==> src/source/mem_pkg.sv <==
`default_nettype none

package mem_pkg;

    // ==================================================
    // Sizes
    // ==================================================

    // Address and data widths of the RAM
    localparam int ADDR_WID = 8;
    localparam int DATA_WID = 32;

    // One entry per address value
    localparam int DEPTH = 2**ADDR_WID;

    // Accepted read request to response, in clock cycles
    // Core register plus one output register
    localparam int RD_LATENCY = 2;

    // ==================================================
    // Base types
    // ==================================================

    typedef logic [ADDR_WID-1:0] addr_t;
    typedef logic [DATA_WID-1:0] data_t;

    // ==================================================
    // Port structs
    // ==================================================

    // Write request, one write per cycle while en is high
    // Also the format of the core's internal write port
    typedef struct packed {
        logic  en;
        addr_t addr;
        data_t data;
    } mem_wr_req_t;

    // Read request
    // Accepted on any edge where req and rdy are both high
    typedef struct packed {
        logic  req;
        addr_t addr;
    } mem_rd_req_t;

    // Read response
    // ack is a single-cycle strobe, data valid only with it
    typedef struct packed {
        logic  ack;
        data_t data;
    } mem_rd_resp_t;

endpackage : mem_pkg

`default_nettype wire

==> src/source/mem_init_fsm.sv <==
`timescale 1ns/100ps
`default_nettype none

module mem_init_fsm
    import mem_pkg::*;
(
    input  logic        clk,
    input  logic        rst,
    // User write request
    input  mem_wr_req_t wr,
    // Write port of the storage core
    output mem_wr_req_t core_wr,
    // High once clearing is complete
    output logic        rdy
);

    // ==================================================
    // Types
    // ==================================================

    // CLEAR walks the array, RUN hands the port to the user
    typedef enum logic {
        ST_CLEAR = 1'b0,
        ST_RUN   = 1'b1
    } state_t;

    // ==================================================
    // Signals
    // ==================================================

    state_t state;
    state_t nxt_state;

    // Address of the entry being cleared
    addr_t  clr_addr;

    // Last entry is written on this cycle
    logic   clr_last;

    // ==================================================
    // Sequencer
    // ==================================================

    assign clr_last = (clr_addr == addr_t'(DEPTH-1));

    // Next state
    always_comb begin
        nxt_state = state;
        case (state)
            ST_CLEAR: if (clr_last) nxt_state = ST_RUN;
            ST_RUN:   nxt_state = ST_RUN;
            default:  nxt_state = ST_CLEAR;
        endcase
    end

    // State register, every reset restarts the clear
    always_ff @(posedge clk) begin
        if (rst) begin
            state <= ST_CLEAR;
        end else begin
            state <= nxt_state;
        end
    end

    // Clear address counter
    // One entry per cycle, wraps back to zero after the last one
    always_ff @(posedge clk) begin
        if (rst) begin
            clr_addr <= '0;
        end else if (state == ST_CLEAR) begin
            clr_addr <= clr_addr + addr_t'(1);
        end
    end

    // ==================================================
    // Outputs
    // ==================================================

    // Straight from the state register
    assign rdy = (state == ST_RUN);

    // Write port mux
    // Clearing owns the port, afterwards the user request passes through
    // User writes during CLEAR are dropped here
    always_comb begin
        if (state == ST_CLEAR) begin
            core_wr.en   = 1'b1;
            core_wr.addr = clr_addr;
            core_wr.data = '0;
        end else begin
            core_wr = wr;
        end
    end

endmodule : mem_init_fsm

`default_nettype wire

==> config.mk <==
export PLATFORM = sky130hd
export DESIGN_NAME = mem_init_fsm
export DESIGN_NICKNAME = d
export VERILOG_FILES = /design/src/source/mem_pkg.sv /design/src/source/mem_init_fsm.sv
export SDC_FILE = /design/constraint.sdc
export NUM_CORES = 1
export LEC_CHECK = 0
export BUFFER_PORTS_ARGS = -buffer_cell sky130_fd_sc_hd__buf_2
export CORE_UTILIZATION = 30
export CTS_CLUSTER_DIAMETER = 50
export DETAILED_ROUTE_END_ITERATION = 12
export PLACE_DENSITY = 0.8
export SLEW_MARGIN = 20
export SYNTH_ARGS = -nofsm -noshare
export SYNTH_HDL_FRONTEND = slang
export SYNTH_SLANG_ARGS = --single-unit
==> constraint.sdc <==
create_clock -name clk -period 1.9 [get_ports clk]
set_input_delay 0.475 -clock clk [delete_from_list [all_inputs] [get_ports clk]]
set_output_delay 0.475 -clock clk [all_outputs]
set_load 0.005 [all_outputs]
# Word level (Yosys, flattened, before mapping)
# Index checks and enable logic that the tools add are counted.
# totals
ff_bits	9
out_inout_bits	42
elab_cells	8
# classes
add_sub_neg	1
eq_ne	1
n_mux	3
bitwise	1
# op_table
operator	count
two-way mux 41 bit	1
adder 8 x 1 -> 8 bit (second input constant)	1
equality test 8 bit (second input constant)	1
case mux 1 bit (2 select lines)	1
two-way mux 1 bit	1
NOT 1 bit	1

# Longest topological paths before layout
# logic_depth
ltp_word	3
depth_mapped	4

# Worst setup path before layout
# OpenSTA, ideal clock, no wires.
# synth_timing
path_type	register to output
from	register state (netlist: rdy)
to	output core_wr[36] (netlist bit)
arrival_time_ns	1.108
required_ns	1.425
slack_ns	0.317
stages_incl_launch_ff	4
path_cell_list	dfxtp_1 -> buf_2 -> buf_2 -> mux2_2
# synth_lines
element	line_no	rtl
start: declaration	mem_init_fsm.sv:31	state_t state;
start signal: assignment	mem_init_fsm.sv:61	state <= nxt_state;
end: declaration	mem_init_fsm.sv:12	output mem_wr_req_t core_wr,

==> results by group <==
Run status
  • Status: finished clean

Finish
  • Final layout net count: 216
  • Area grow syn2layout: 68.0%
  • Commonest non-fill, non-tap cells in the layout: buf_2, and2_1, mux2_2, dfxtp_1, nor2_1
  • Share of cells above drive strength 1: 59.1%
  • Leading cell type in the layout, fill and taps excluded: buf_2
  • Antenna Diode Count: 0
  • Fill count: 213
  • Final instance area: 1190 um2
  • Core Util, Final: 53.7%

Clocking
  • Clock tree root driver cell: clkbuf_4
  • H-tree depth: 1
  • Number of setup buffers added after CTS: 0
  • # clock sinks: 9
  • CTS resizes: 1
  • Clock latency on the worst-skew pair: 260 ps
  • Clk buf depth: 2
  • Worst-path clk slew: 60 ps
  • CTS tree: done
  • Inserted Clock Buffers: 3
  • CTS Hold Buffers Added: 0

Timing
  • Shortest period the worst path allows: 1760 ps
  • Worst-margin pin slew: 293 ps
  • Clk_skew: 1.80 ps
  • Slew HR: 80.5%
  • Hold Worst Slack: 481 ps
  • Final setup vio count: 0
  • Max-slew violation count: 0
  • Final number of hold-violating endpoints: 0
  • Max frequency: 568 MHz
  • Setup repair after global routing missed its margin: false
  • Setup ws final: 139 ps
  • Setup_tns: 0 ps
  • Fin crit share: 92.7%

Worst setup path
  • CP required: 1420 ps
  • Worst setup SP type: flip-flop
  • Flop2flop setup slack: 550 ps
  • Length in cells of the worst reg-to-reg path: 4
  • Crit path DAT: 1290 ps
  • Crit path from: rdy$_SDFF_PP0_
  • Crit Path Max Fanout: 23
  • Worst path max stage delay: 500 ps
  • Critical path type: flip-flop to output port
  • R2r startpoint: rdy$_SDFF_PP0_
  • Worst path slowest cell: dfxtp_2
  • FF-to-FF End: clr_addr[5]$_SDFFE_PP0N_
  • Worst-path cell chain: buf_4, and2_1, buf_2
  • Worst setup EP type: output port

Route
  • DR vias/cell: 4.58
  • 1st-pass router iterations: 4
  • Drt wl/cell: 10.4 um
  • Remaining DRCs: 0
  • Starting DRT DRC Count: 7
  • Antenna violation net count after detailed routing: 0
  • Final Routed Wirelength: 2070 um
  • Vias: 911

GRT
  • Vias in the first global route: 797
  • Grt total ovfl: 0
  • First-pass GRT wire length: 3240 um
  • Global Route Usage Sum: 16.3%
  • Largest net degree at the start of global routing: 24
  • Antenna violations before repair: 0

Floorplan
  • Die area: 2550 um2
  • IO Count: 85
  • Starting Density: 32.0%
  • Core area: 2210 um2
  • # rows: 17
  • Chip height: 50.5 um
  • Die width: 50.5 um

Min path
  • Worst Hold Path Cells: 2
  • Worst hold start: rst
  • Hold worst-path end: clr_addr[6]$_SDFFE_PP0N_
  • Min-Delay Path Class: input pin to flip-flop

Pwr
  • Static Leak: 0.000725 uW
  • Peak supply drop: 0.330 mV
  • Pwr Density: 352 nW/um2

Job
  • MaxCap Viol Count: 0

Yosys
  • #FFs+latches synth: 9
  • Syn_nets: 130
  • Seq/Total Area, Yosys: 25.5%
  • Post-Syn Area: 707 um2
  • Distinct cell type count after synthesis: 23
  • Synth warn: 0
  • Mapped Cells: 86
  • Syn Area/Cell: 8.22 um2

Placement
  • Final HPWL DP: 1750 um
  • I/O Buffers: 84
  • Placed instance area: 1160 um2
  • Placer Congestion: 0.725
  • Post-placement setup slack: 196 ps
==> synthesized netlist by cell type (all sizes together) <==
| master | count | area [um2] |
|---|---|---|
| or3 | 3 | 18.8 |
| mux2i | 1 | 10.0 |
| o21ai | 3 | 15.0 |
| mux2 | 8 | 90.1 |
| dfxtp | 9 | 180 |
| xor2 | 3 | 26.3 |
| nand2 | 1 | 3.75 |
| o21ba | 1 | 10.0 |
| nand3 | 2 | 10.0 |
| nand4b | 2 | 32.5 |
| nor2 | 6 | 22.5 |
| a21oi | 3 | 15.0 |
| clkbuf | 3 | 11.3 |
| xnor2 | 1 | 8.76 |
| nor2b | 1 | 6.26 |
| ha | 1 | 12.5 |
| nand3b | 1 | 7.51 |
| nand2b | 1 | 6.26 |
| buf | 3 | 13.8 |
| and2 | 32 | 200 |
| nand4 | 1 | 6.26 |
==> layout make-up <==
| cell class | count | area [um2] | share of cell area, % |
|---|---|---|---|
| multi-input combinational | 71 | 502 | 42.3 |
| sequential | 9 | 181 | 15.3 |
| clock buffer | 4 | 26.3 | 2.21 |
| timing repair buffer | 87 | 443 | 37.3 |
| tap | 28 | 35.0 | 2.95 |
==> sequential cells by signal, summed over array words and instances, names as in the netlist <==
name      cells
rdy           1
clr_addr      8
==> report_power, final <==
group	internal [uW]	switching [uW]	total [uW]
combinational	44.0	21.5	65.5
sequential	194	9.18	203
clock	81.0	68.2	149
==> metal layers <==
layer	vias up	wire, um	GRT usage [%]
li1	458	-	-
met4	0	9	4.63
met2	57	1050	32.0
met3	2	205	2.42
met1	394	805	17.6
met5	-	0	0
==> logic make-up after synthesis <==
logic type               after synthesis  share of synthesized area, %
multiplexers                           9                          14.2
AO/OA/AOI/OAI                          7                          5.66
XOR/XNOR                               4                          4.96
adder cells (fa/ha/maj)                1                          1.77
flip-flops                             9                          25.5
buffers and inverters                  6                          3.54
AND/OR/NAND/NOR                       50                          44.4
==> through the flow <==
stage          power, uW  std cells
3_5_place_dp         273        195
6_report             418        199
3_3_place_gp         272        195
4_1_cts              424        199
5_1_grt              442        199
2_1_floorplan        226         86
==> critical path, delay by kind of cell (launching register included) <==
family / cells / cell delay (ps)
flip-flops: 1 / 500
AND/OR/NAND/NOR: 1 / 150
buffers and inverters: 2 / 370
==> worst max-delay path by stage <==
stage / to / cells past startpoint
after floorplan: core_wr[36] / 3
after global placement: core_wr[24] / 3
after detailed placement: core_wr[24] / 3
after CTS: core_wr[24] / 3
after global routing: core_wr[31] / 3
final: core_wr[31] / 3
(Power assumes the default switching activity.)
