**config.mk**
```make
export PLATFORM = sky130hd
export DESIGN_NAME = mem_rd_port
export DESIGN_NICKNAME = d
export VERILOG_FILES = /design/src/source/mem_pkg.sv /design/src/source/mem_rd_port.sv
export SDC_FILE = /design/constraint.sdc
export NUM_CORES = 1
export LEC_CHECK = 0
export BUFFER_PORTS_ARGS = -buffer_cell sky130_fd_sc_hd__buf_2
export CORE_UTILIZATION = 34
export DETAILED_ROUTE_END_ITERATION = 10
export GPL_TIMING_DRIVEN = 0
export PLACE_DENSITY = 0.73
export SLEW_MARGIN = 20
export SYNTH_ARGS = -nofsm -noshare
export SYNTH_HDL_FRONTEND = slang
export SYNTH_SLANG_ARGS = --single-unit
```
**constraint.sdc**
```tcl
create_clock -name clk -period 1.4 [get_ports clk]
set_input_delay 0.07 -clock clk [delete_from_list [all_inputs] [get_ports clk]]
set_output_delay 0.07 -clock clk [all_outputs]
set_load 0.1 [all_outputs]
```
**src/source/mem_pkg.sv**
```systemverilog
`default_nettype none

package mem_pkg;

    // ==================================================
    // Sizes
    // ==================================================

    // Address and data widths of the RAM
    localparam int ADDR_WID = 8;
    localparam int DATA_WID = 32;

    // One entry per address value
    localparam int DEPTH = 2**ADDR_WID;

    // Accepted read request to response, in clock cycles
    // Core register plus one output register
    localparam int RD_LATENCY = 2;

    // ==================================================
    // Base types
    // ==================================================

    typedef logic [ADDR_WID-1:0] addr_t;
    typedef logic [DATA_WID-1:0] data_t;

    // ==================================================
    // Port structs
    // ==================================================

    // Write request, one write per cycle while en is high
    // Also the format of the core's internal write port
    typedef struct packed {
        logic  en;
        addr_t addr;
        data_t data;
    } mem_wr_req_t;

    // Read request
    // Accepted on any edge where req and rdy are both high
    typedef struct packed {
        logic  req;
        addr_t addr;
    } mem_rd_req_t;

    // Read response
    // ack is a single-cycle strobe, data valid only with it
    typedef struct packed {
        logic  ack;
        data_t data;
    } mem_rd_resp_t;

endpackage : mem_pkg

`default_nettype wire

```
**src/source/mem_rd_port.sv**
```systemverilog
`timescale 1ns/100ps
`default_nettype none

module mem_rd_port
    import mem_pkg::*;
(
    input  logic         clk,
    input  logic         rst,
    // User read request
    input  mem_rd_req_t  rd,
    // Clear done
    input  logic         rdy,
    // Core read port
    output addr_t        core_addr,
    input  data_t        core_data,
    // User read response
    output mem_rd_resp_t rd_resp
);

    // ==================================================
    // Signals
    // ==================================================

    // Request accepted on this edge
    logic                  rd_acc;

    // Valid chain, one bit per pipeline stage
    logic [RD_LATENCY-1:0] vld_sr;

    // Output data register
    data_t                 rd_data_q;

    // ==================================================
    // Request side
    // ==================================================

    // Nothing is accepted before clearing is done
    assign rd_acc = rd.req & rdy;

    // Address goes straight to the core register
    assign core_addr = rd.addr;

    // ==================================================
    // Valid chain
    // ==================================================

    // Reset discards any read in flight
    always_ff @(posedge clk) begin
        if (rst) begin
            vld_sr <= '0;
        end else begin
            vld_sr <= {vld_sr[RD_LATENCY-2:0], rd_acc};
        end
    end

    // ==================================================
    // Data stage
    // ==================================================

    // Core data is valid one cycle after accept
    // Capture it only then, so the register holds between reads
    always_ff @(posedge clk) begin
        if (vld_sr[RD_LATENCY-2]) begin
            rd_data_q <= core_data;
        end
    end

    // ==================================================
    // Response
    // ==================================================

    // Ack lines up with the output data register
    assign rd_resp.ack  = vld_sr[RD_LATENCY-1];
    assign rd_resp.data = rd_data_q;

endmodule : mem_rd_port

`default_nettype wire

```
# After elaboration in Yosys (flattened, before gate mapping)
# Cells that the tools add are included.
[word_totals] regBits=34 elab_cells=3 out_inout_bits=41
[classes] bitwise=1
[op_table] op="$and A1 B1 Y1" count=1

# Logic depth before layout (Yosys ltp)
# Gate-level depths: netlist of run 1.
[depth] depth_word=1 mapped_depth=1 depth_no_buf=1

# Least setup slack after synthesis of run 1
# Ideal clock, no wire load.
[synth_path] path_kind="flip-flop to flip-flop" startpoint="reg vld_sr[0]" endpoint="reg rd_data_q[0], enable pin" slack_ns=0.031 n_path_buf=0 required_ns=1.009 path_stages_with_launch=1 setup_time_ns=0.391 arrival_time_ns=0.977 period_less_slack_ns=1.369 path_cell_list="dfxtp_1"
[synth_lines] item="start: declaration" line_no="mem_rd_port.sv:28" text="logic [RD_LATENCY-1:0] vld_sr;"
[synth_lines] item="start signal: assignment" line_no="mem_rd_port.sv:52" text="vld_sr <= {vld_sr[RD_LATENCY-2:0], rd_acc};"
[synth_lines] item="end signal: assignment" line_no="mem_rd_port.sv:64" text="rd_data_q <= core_data;"
[synth_lines] item="end: declaration" line_no="mem_rd_port.sv:31" text="data_t rd_data_q;"
# No word-level cell between the ends.

# Worst setup path in the final report of run 1
[layout_path] startpoint="reg vld_sr[1]" endpoint="out rd_resp[32] in the netlist's numbering"
[layout_lines] item="end: declaration" line_no="mem_rd_port.sv:17" text="output mem_rd_resp_t rd_resp"
# No word-level cell between the ends.

==> results of run 1 <==
==> critical path, stage by stage (launching register included) <==
cell and delay, ns:
dfxtp_1 0.32, buf_4 0.09, buf_2 0.41
==> flip-flops by register name, summed over array words and instances, names as in the netlist <==
register / cells
rd_data_q: 32
vld_sr: 2
==> cell usage in the layout, fill, tap and decap left out <==
master         count
dfxtp_1            1
nor2b_1            1
bufinv_16          2
buf_4              9
dlygate4sd3_1     35
buf_2             76
and3b_1            1
clkinv_1           1
edfxtp_1          32
clkbuf_4           5
dfxtp_2            1
==> cell usage after synthesis, drive strengths merged <==
cell type | count | area share, %
edfxtp | 32 | 89
buf | 9 | 6.2
dfxtp | 2 | 3.7
and3b | 1 | 0.81
nor2b | 1 | 0.58
==> cell families (layout without fill, tap and decap cells) <==
| logic type | Yosys count | in the layout | share of synthesized area, % |
|---|---|---|---|
| DFF | 34 | 34 | 92.4 |
| buffers and inverters | 9 | 128 | 6.24 |
| and+or+nand+nor | 2 | 2 | 1.39 |
==> where the power goes <==
group	total [mW]	internal, mW	switching (mW)
clock network	0.872	0.550	0.321
logic	0.453	0.137	0.317
registers	1.16	1.14	0.0189
total	2.49	1.83	0.657
==> area by class of cell <==
| class | instances | area [um^2] | share of cell area [%] |
|---|---|---|---|
| clock buffers | 5 | 37.5 | 1.90 |
| plain buffers | 9 | 67.6 | 3.43 |
| clock inverters | 3 | 63.8 | 3.24 |
| well taps | 44 | 55.1 | 2.79 |
| multi-input cells | 2 | 15.0 | 0.761 |
| repair buffers | 111 | 731 | 37.1 |
| flip-flops and latches | 34 | 1000 | 50.8 |
==> through the flow <==
step	utilization (%)	setup WS, ns	hold slack [ns]
2_1_floorplan	-	0.0313	0.142
3_3_place_gp	50.2	-0.208	0.238
3_5_place_dp	50.2	0.207	0.241
4_1_cts	65.1	0.158	0.410
5_1_grt	65.1	0.134	0.415
6_report	65.1	0.189	0.434
==> worst max-delay path by stage <==
| stage | cells past startpoint | start | slack, ns | to |
|---|---|---|---|---|
| 4_1_cts | 2 | vld_sr[1] | 0.16 | rd_resp[32] |
| 2_1_floorplan | 0 | vld_sr[0] | 0.03 | rd_data_q[0] |
| 6_report | 2 | vld_sr[1] | 0.19 | rd_resp[32] |
| 5_1_grt | 0 | vld_sr[0] | 0.13 | rd_data_q[29] |
| 3_3_place_gp | 0 | vld_sr[0] | -0.21 | rd_data_q[3] |
| 3_5_place_dp | 0 | vld_sr[0] | 0.21 | rd_data_q[0] |
==> repair_timing <==
item	in CTS	in global routing
buffers inserted	0	0
hold buffers	35	0
endpoints found under the hold margin	34	0
==> layer usage <==
metal  vias to the layer above  part of all wire, %  global-route usage (%)
met3                         2                   11                    6.59
li1                        395                    -                       -
met2                        58                   55                    29.7
met1                       383                   34                    14.5
met5                         -                    0                       0
met4                         0                 0.64                    10.2
==> metrics.cfg, run 1 <==
[status]
status=complete, no violations

[timing]
fin_worst_skew_ns=0.00656
fin_crit_sh_pct=86.5
setup_viol=0
min_period_ns=1.21
slew_viol_final=0
max_freq_mhz=826
worst_pin_slew_ns=0.756
totalNegativeSetupSlack_ns=0
grt_setup_unrepaired=false
maxSlewHeadroom_pct=49.6
final_hold_viol_count=0

[setup_path]
required_ns=1.33
cp.arrival_ns=1.14
r2r_cells=0
crit_path_end_kind=output port
r2r-start=vld_sr[0]
crit_fanout=1
worstSetupPathType=flip-flop to output port
r2r-end=rd_data_q[27]
startpoint_type=flip-flop
reg2reg_slack_ns=0.20

[detailed_routing]
ant_nets=0
wl_per_cell_um=12.0
routed_wl_um=2500
first_pass_iters=3
drc=0
drt_iter0_drc=17
vias_per_cell=4.03
vias=838

[synthesis]
synth_cell_types=5
synth_area_um2=1080
syn-instance-count=45
ys_seq_elements=34
synth_nets=89
syn_avg_cell_area_um2=24.1
synth_seq_area_share_pct=92.4
ys_warn_count=0

[cts]
clkSinkCount=34
clk_latency_ns=0.33
htree_num_levels=2
cts_buffers=5
post_cts_resized=0
cts_tree=yes
cts_root_buf=clkbuf_4
clockBufferDepth=2
clk_pin_slew_ns=0.10

[cells_and_area]
diodes=0
fin_cells=208
fillers=230
syn2layout_area_growth_pct=82.0
nets=207
final_area_um2=1970
layout-drive-gt1-share_pct=56.7

[power_and_ir_drop]
total_power_mw=2.49
powerDensity_nw_per_um2=1260
p_leak_nw=0.865
ir_drop_v=0.000801

[place]
dpl-instance-area_um2=1520
dpl.cell_count=165
gp_congestion=0.697
numPortBuffers=76

[die]
die_x_um=58.5
core-area_um2=3030
start_util_pct=35.8
rows=20
die_y_um=58.5
ios=85
die_area_um2=3420

[grt]
track_usage_pct=16.2
antenna_found_initial=0
grt_pass1_vias=887
grt_overflow_total=0
grt_max_degree=34
grt_pass1_wl_um=3800

[hold_path]
worstHoldPathType=primary input to flip-flop
holdPathStages=3
whs_endpoint=vld_sr[1]
worstHoldStart=rst

[run]
drv_cap=0

(Power assumes the default switching activity.)
==> inputs of run 2 (changes only) <==
--- a/config.mk
+++ b/config.mk
@@ -8,6 +8,7 @@
 export BUFFER_PORTS_ARGS = -buffer_cell sky130_fd_sc_hd__buf_2
-export CORE_UTILIZATION = 34
+export CORE_UTILIZATION = 36
+export CTS_BUF_LIST = sky130_fd_sc_hd__clkbuf_4
 export DETAILED_ROUTE_END_ITERATION = 10
 export GPL_TIMING_DRIVEN = 0
-export PLACE_DENSITY = 0.73
+export PLACE_DENSITY = 0.77
 export SLEW_MARGIN = 20
--- a/constraint.sdc
+++ b/constraint.sdc
@@ -3,2 +3,2 @@
 set_output_delay 0.07 -clock clk [all_outputs]
-set_load 0.1 [all_outputs]
+set_load 0.02 [all_outputs]
==> run 2 against run 1 <==
- the flow now finishes with violations (design-rule violations)
- combinational power shrank 49%
- sequential share of layout area grew 1.7 points
- cell count shrank 6.3%
- highest routed layer unchanged
==> metrics.cfg, run 2 (synthesis gave the netlist of run 1 again) <==
[status]
status=finished, violations left
violations=design-rule violations

[cts]
cts_root_buf=clkbuf_4
cts_tree=yes
cts_buffers=5
clk_pin_slew_ns=0.10
post_cts_resized=0
htree_num_levels=2
clk_latency_ns=0.33
clockBufferDepth=2
post-cts-setup-buffers=0
clkSinkCount=34

[timing]
max_freq_mhz=825
maxSlewHeadroom_pct=51.9
grt_setup_unrepaired=false
min_period_ns=1.21
final_hold_viol_count=0
setup_viol=0
whs_ns=0.357
worst_pin_slew_ns=0.722
slew_viol_final=0
fin_crit_sh_pct=86.6
fin_worst_skew_ns=0.0106

[place]
numPortBuffers=76
dpl-instance-area_um2=1500
gp_congestion=0.674
dpl.cell_count=152

[cells_and_area]
largest_reg_flops=32
diodes=0
nets=207
final_cell_mix=76 x buf_2, 35 x dlygate4sd3_1, 32 x edfxtp_1
fillers=205
final_area_um2=1910
layout-drive-gt1-share_pct=56.7
fin_cells=195
regMostFlops=rd_data_q
syn2layout_area_growth_pct=76.1
layout_commonest_cell=buf_2
reg_top3=rd_data_q: 32 flops, vld_sr: 2 flops

[detailed_routing]
vias_per_cell=4.33
vias=844
routed_wl_um=2490
wl_per_cell_um=12.8
first_pass_iters=6
drc=10
drt_iter0_drc=18
ant_nets=0

[die]
die_x_um=56.9
die_area_um2=3230
start_util_pct=38.6
rows=19
die_y_um=56.9
core-area_um2=2810
ios=85

[grt]
grt_pass1_vias=894
grt_pass1_wl_um=3800
grt_overflow_total=0
antenna_found_initial=0
track_usage_pct=16.7
grt_max_degree=34

[setup_path]
crit_top_cell=dlygate4sd3_1
cp.arrival_ns=1.44
crit_path_end_kind=flip-flop
worstSetupPathType=primary input to flip-flop
cp_top_family=buffers and inverters
path_cells=dlygate4sd3_1 > buf_2 > and3b_1 > dlygate4sd3_1
required_ns=1.63
cp_slowest_stage_delay_ns=0.54
crit_fanout=2
crit_buf_inv=3
startpoint_type=primary input
crit_slowest_cell=dlygate4sd3_1

[power_and_ir_drop]
ir_drop_v=0.000713
powerDensity_nw_per_um2=998
total_power_mw=1.90
p_leak_nw=0.846

[run]
drv_cap=0

[hold_path]
worstHoldPathType=primary input to output port

[run 2: cell count changes in the layout (fill, tap and decap cells not counted)]
cell       before  now
clkbuf_4        5    6
bufinv_16       2    0
clkinv_2        0    1
[run 2: through the flow]
| stage | setup slack, ns | TNS, ns | utilization [%] |
|---|---|---|---|
| after floorplan | 0.0313 | 0 | - |
| after global placement | -0.189 | -6.11 | 53.6 |
| after detailed placement | 0.224 | 0 | 53.6 |
| after CTS | 0.206 | 0 | 68.0 |
| after global routing | 0.147 | 0 | 68.0 |
| final | 0.188 | 0 | 68.0 |
[run 2: power breakdown]
part | internal [mW] | leakage, nW | total (mW) | switching [mW]
combinational | 0.137 | 0.502 | 0.229 | 0.0918
sequential | 1.14 | 0.311 | 1.16 | 0.0182
clock | 0.208 | 0.0331 | 0.512 | 0.304
[run 2: path summary, 6_finish.rpt]
kind                   to  cells after the start  slack [ns]      start
max             vld_sr[0]                      4        0.19        rst
min          core_addr[4]                      2        0.36      rd[4]
max reg2reg  rd_data_q[8]                      0        0.21  vld_sr[0]
min reg2reg  rd_data_q[7]                      0        0.81  vld_sr[0]
[run 2: layout make-up]
cell class	instances	area (um^2)	share of cell area (%)
sequential	34	1000	52.5
multi-input combinational	2	15.0	0.787
timing repair buffer	111	731	38.3
clock inverter	2	8.76	0.459
clock buffer	6	45.0	2.36
tap	31	38.8	2.03
buffer	9	67.6	3.54
[run 2: per-layer routing]
metal | vias to the layer above | track usage [%] | share of wire (%)
met5 | - | 0 | 0
met4 | 0 | 9.41 | 2.2
met3 | 8 | 7.37 | 12
met2 | 52 | 29.8 | 52
met1 | 387 | 15.7 | 34
li1 | 397 | - | -
[run 2: what timing repair did]
item | 4_1_cts | 5_1_grt
hold buffers | 35 | 0
endpoints found under the hold margin | 34 | 0
endpoints found under the setup margin | 0 | 0
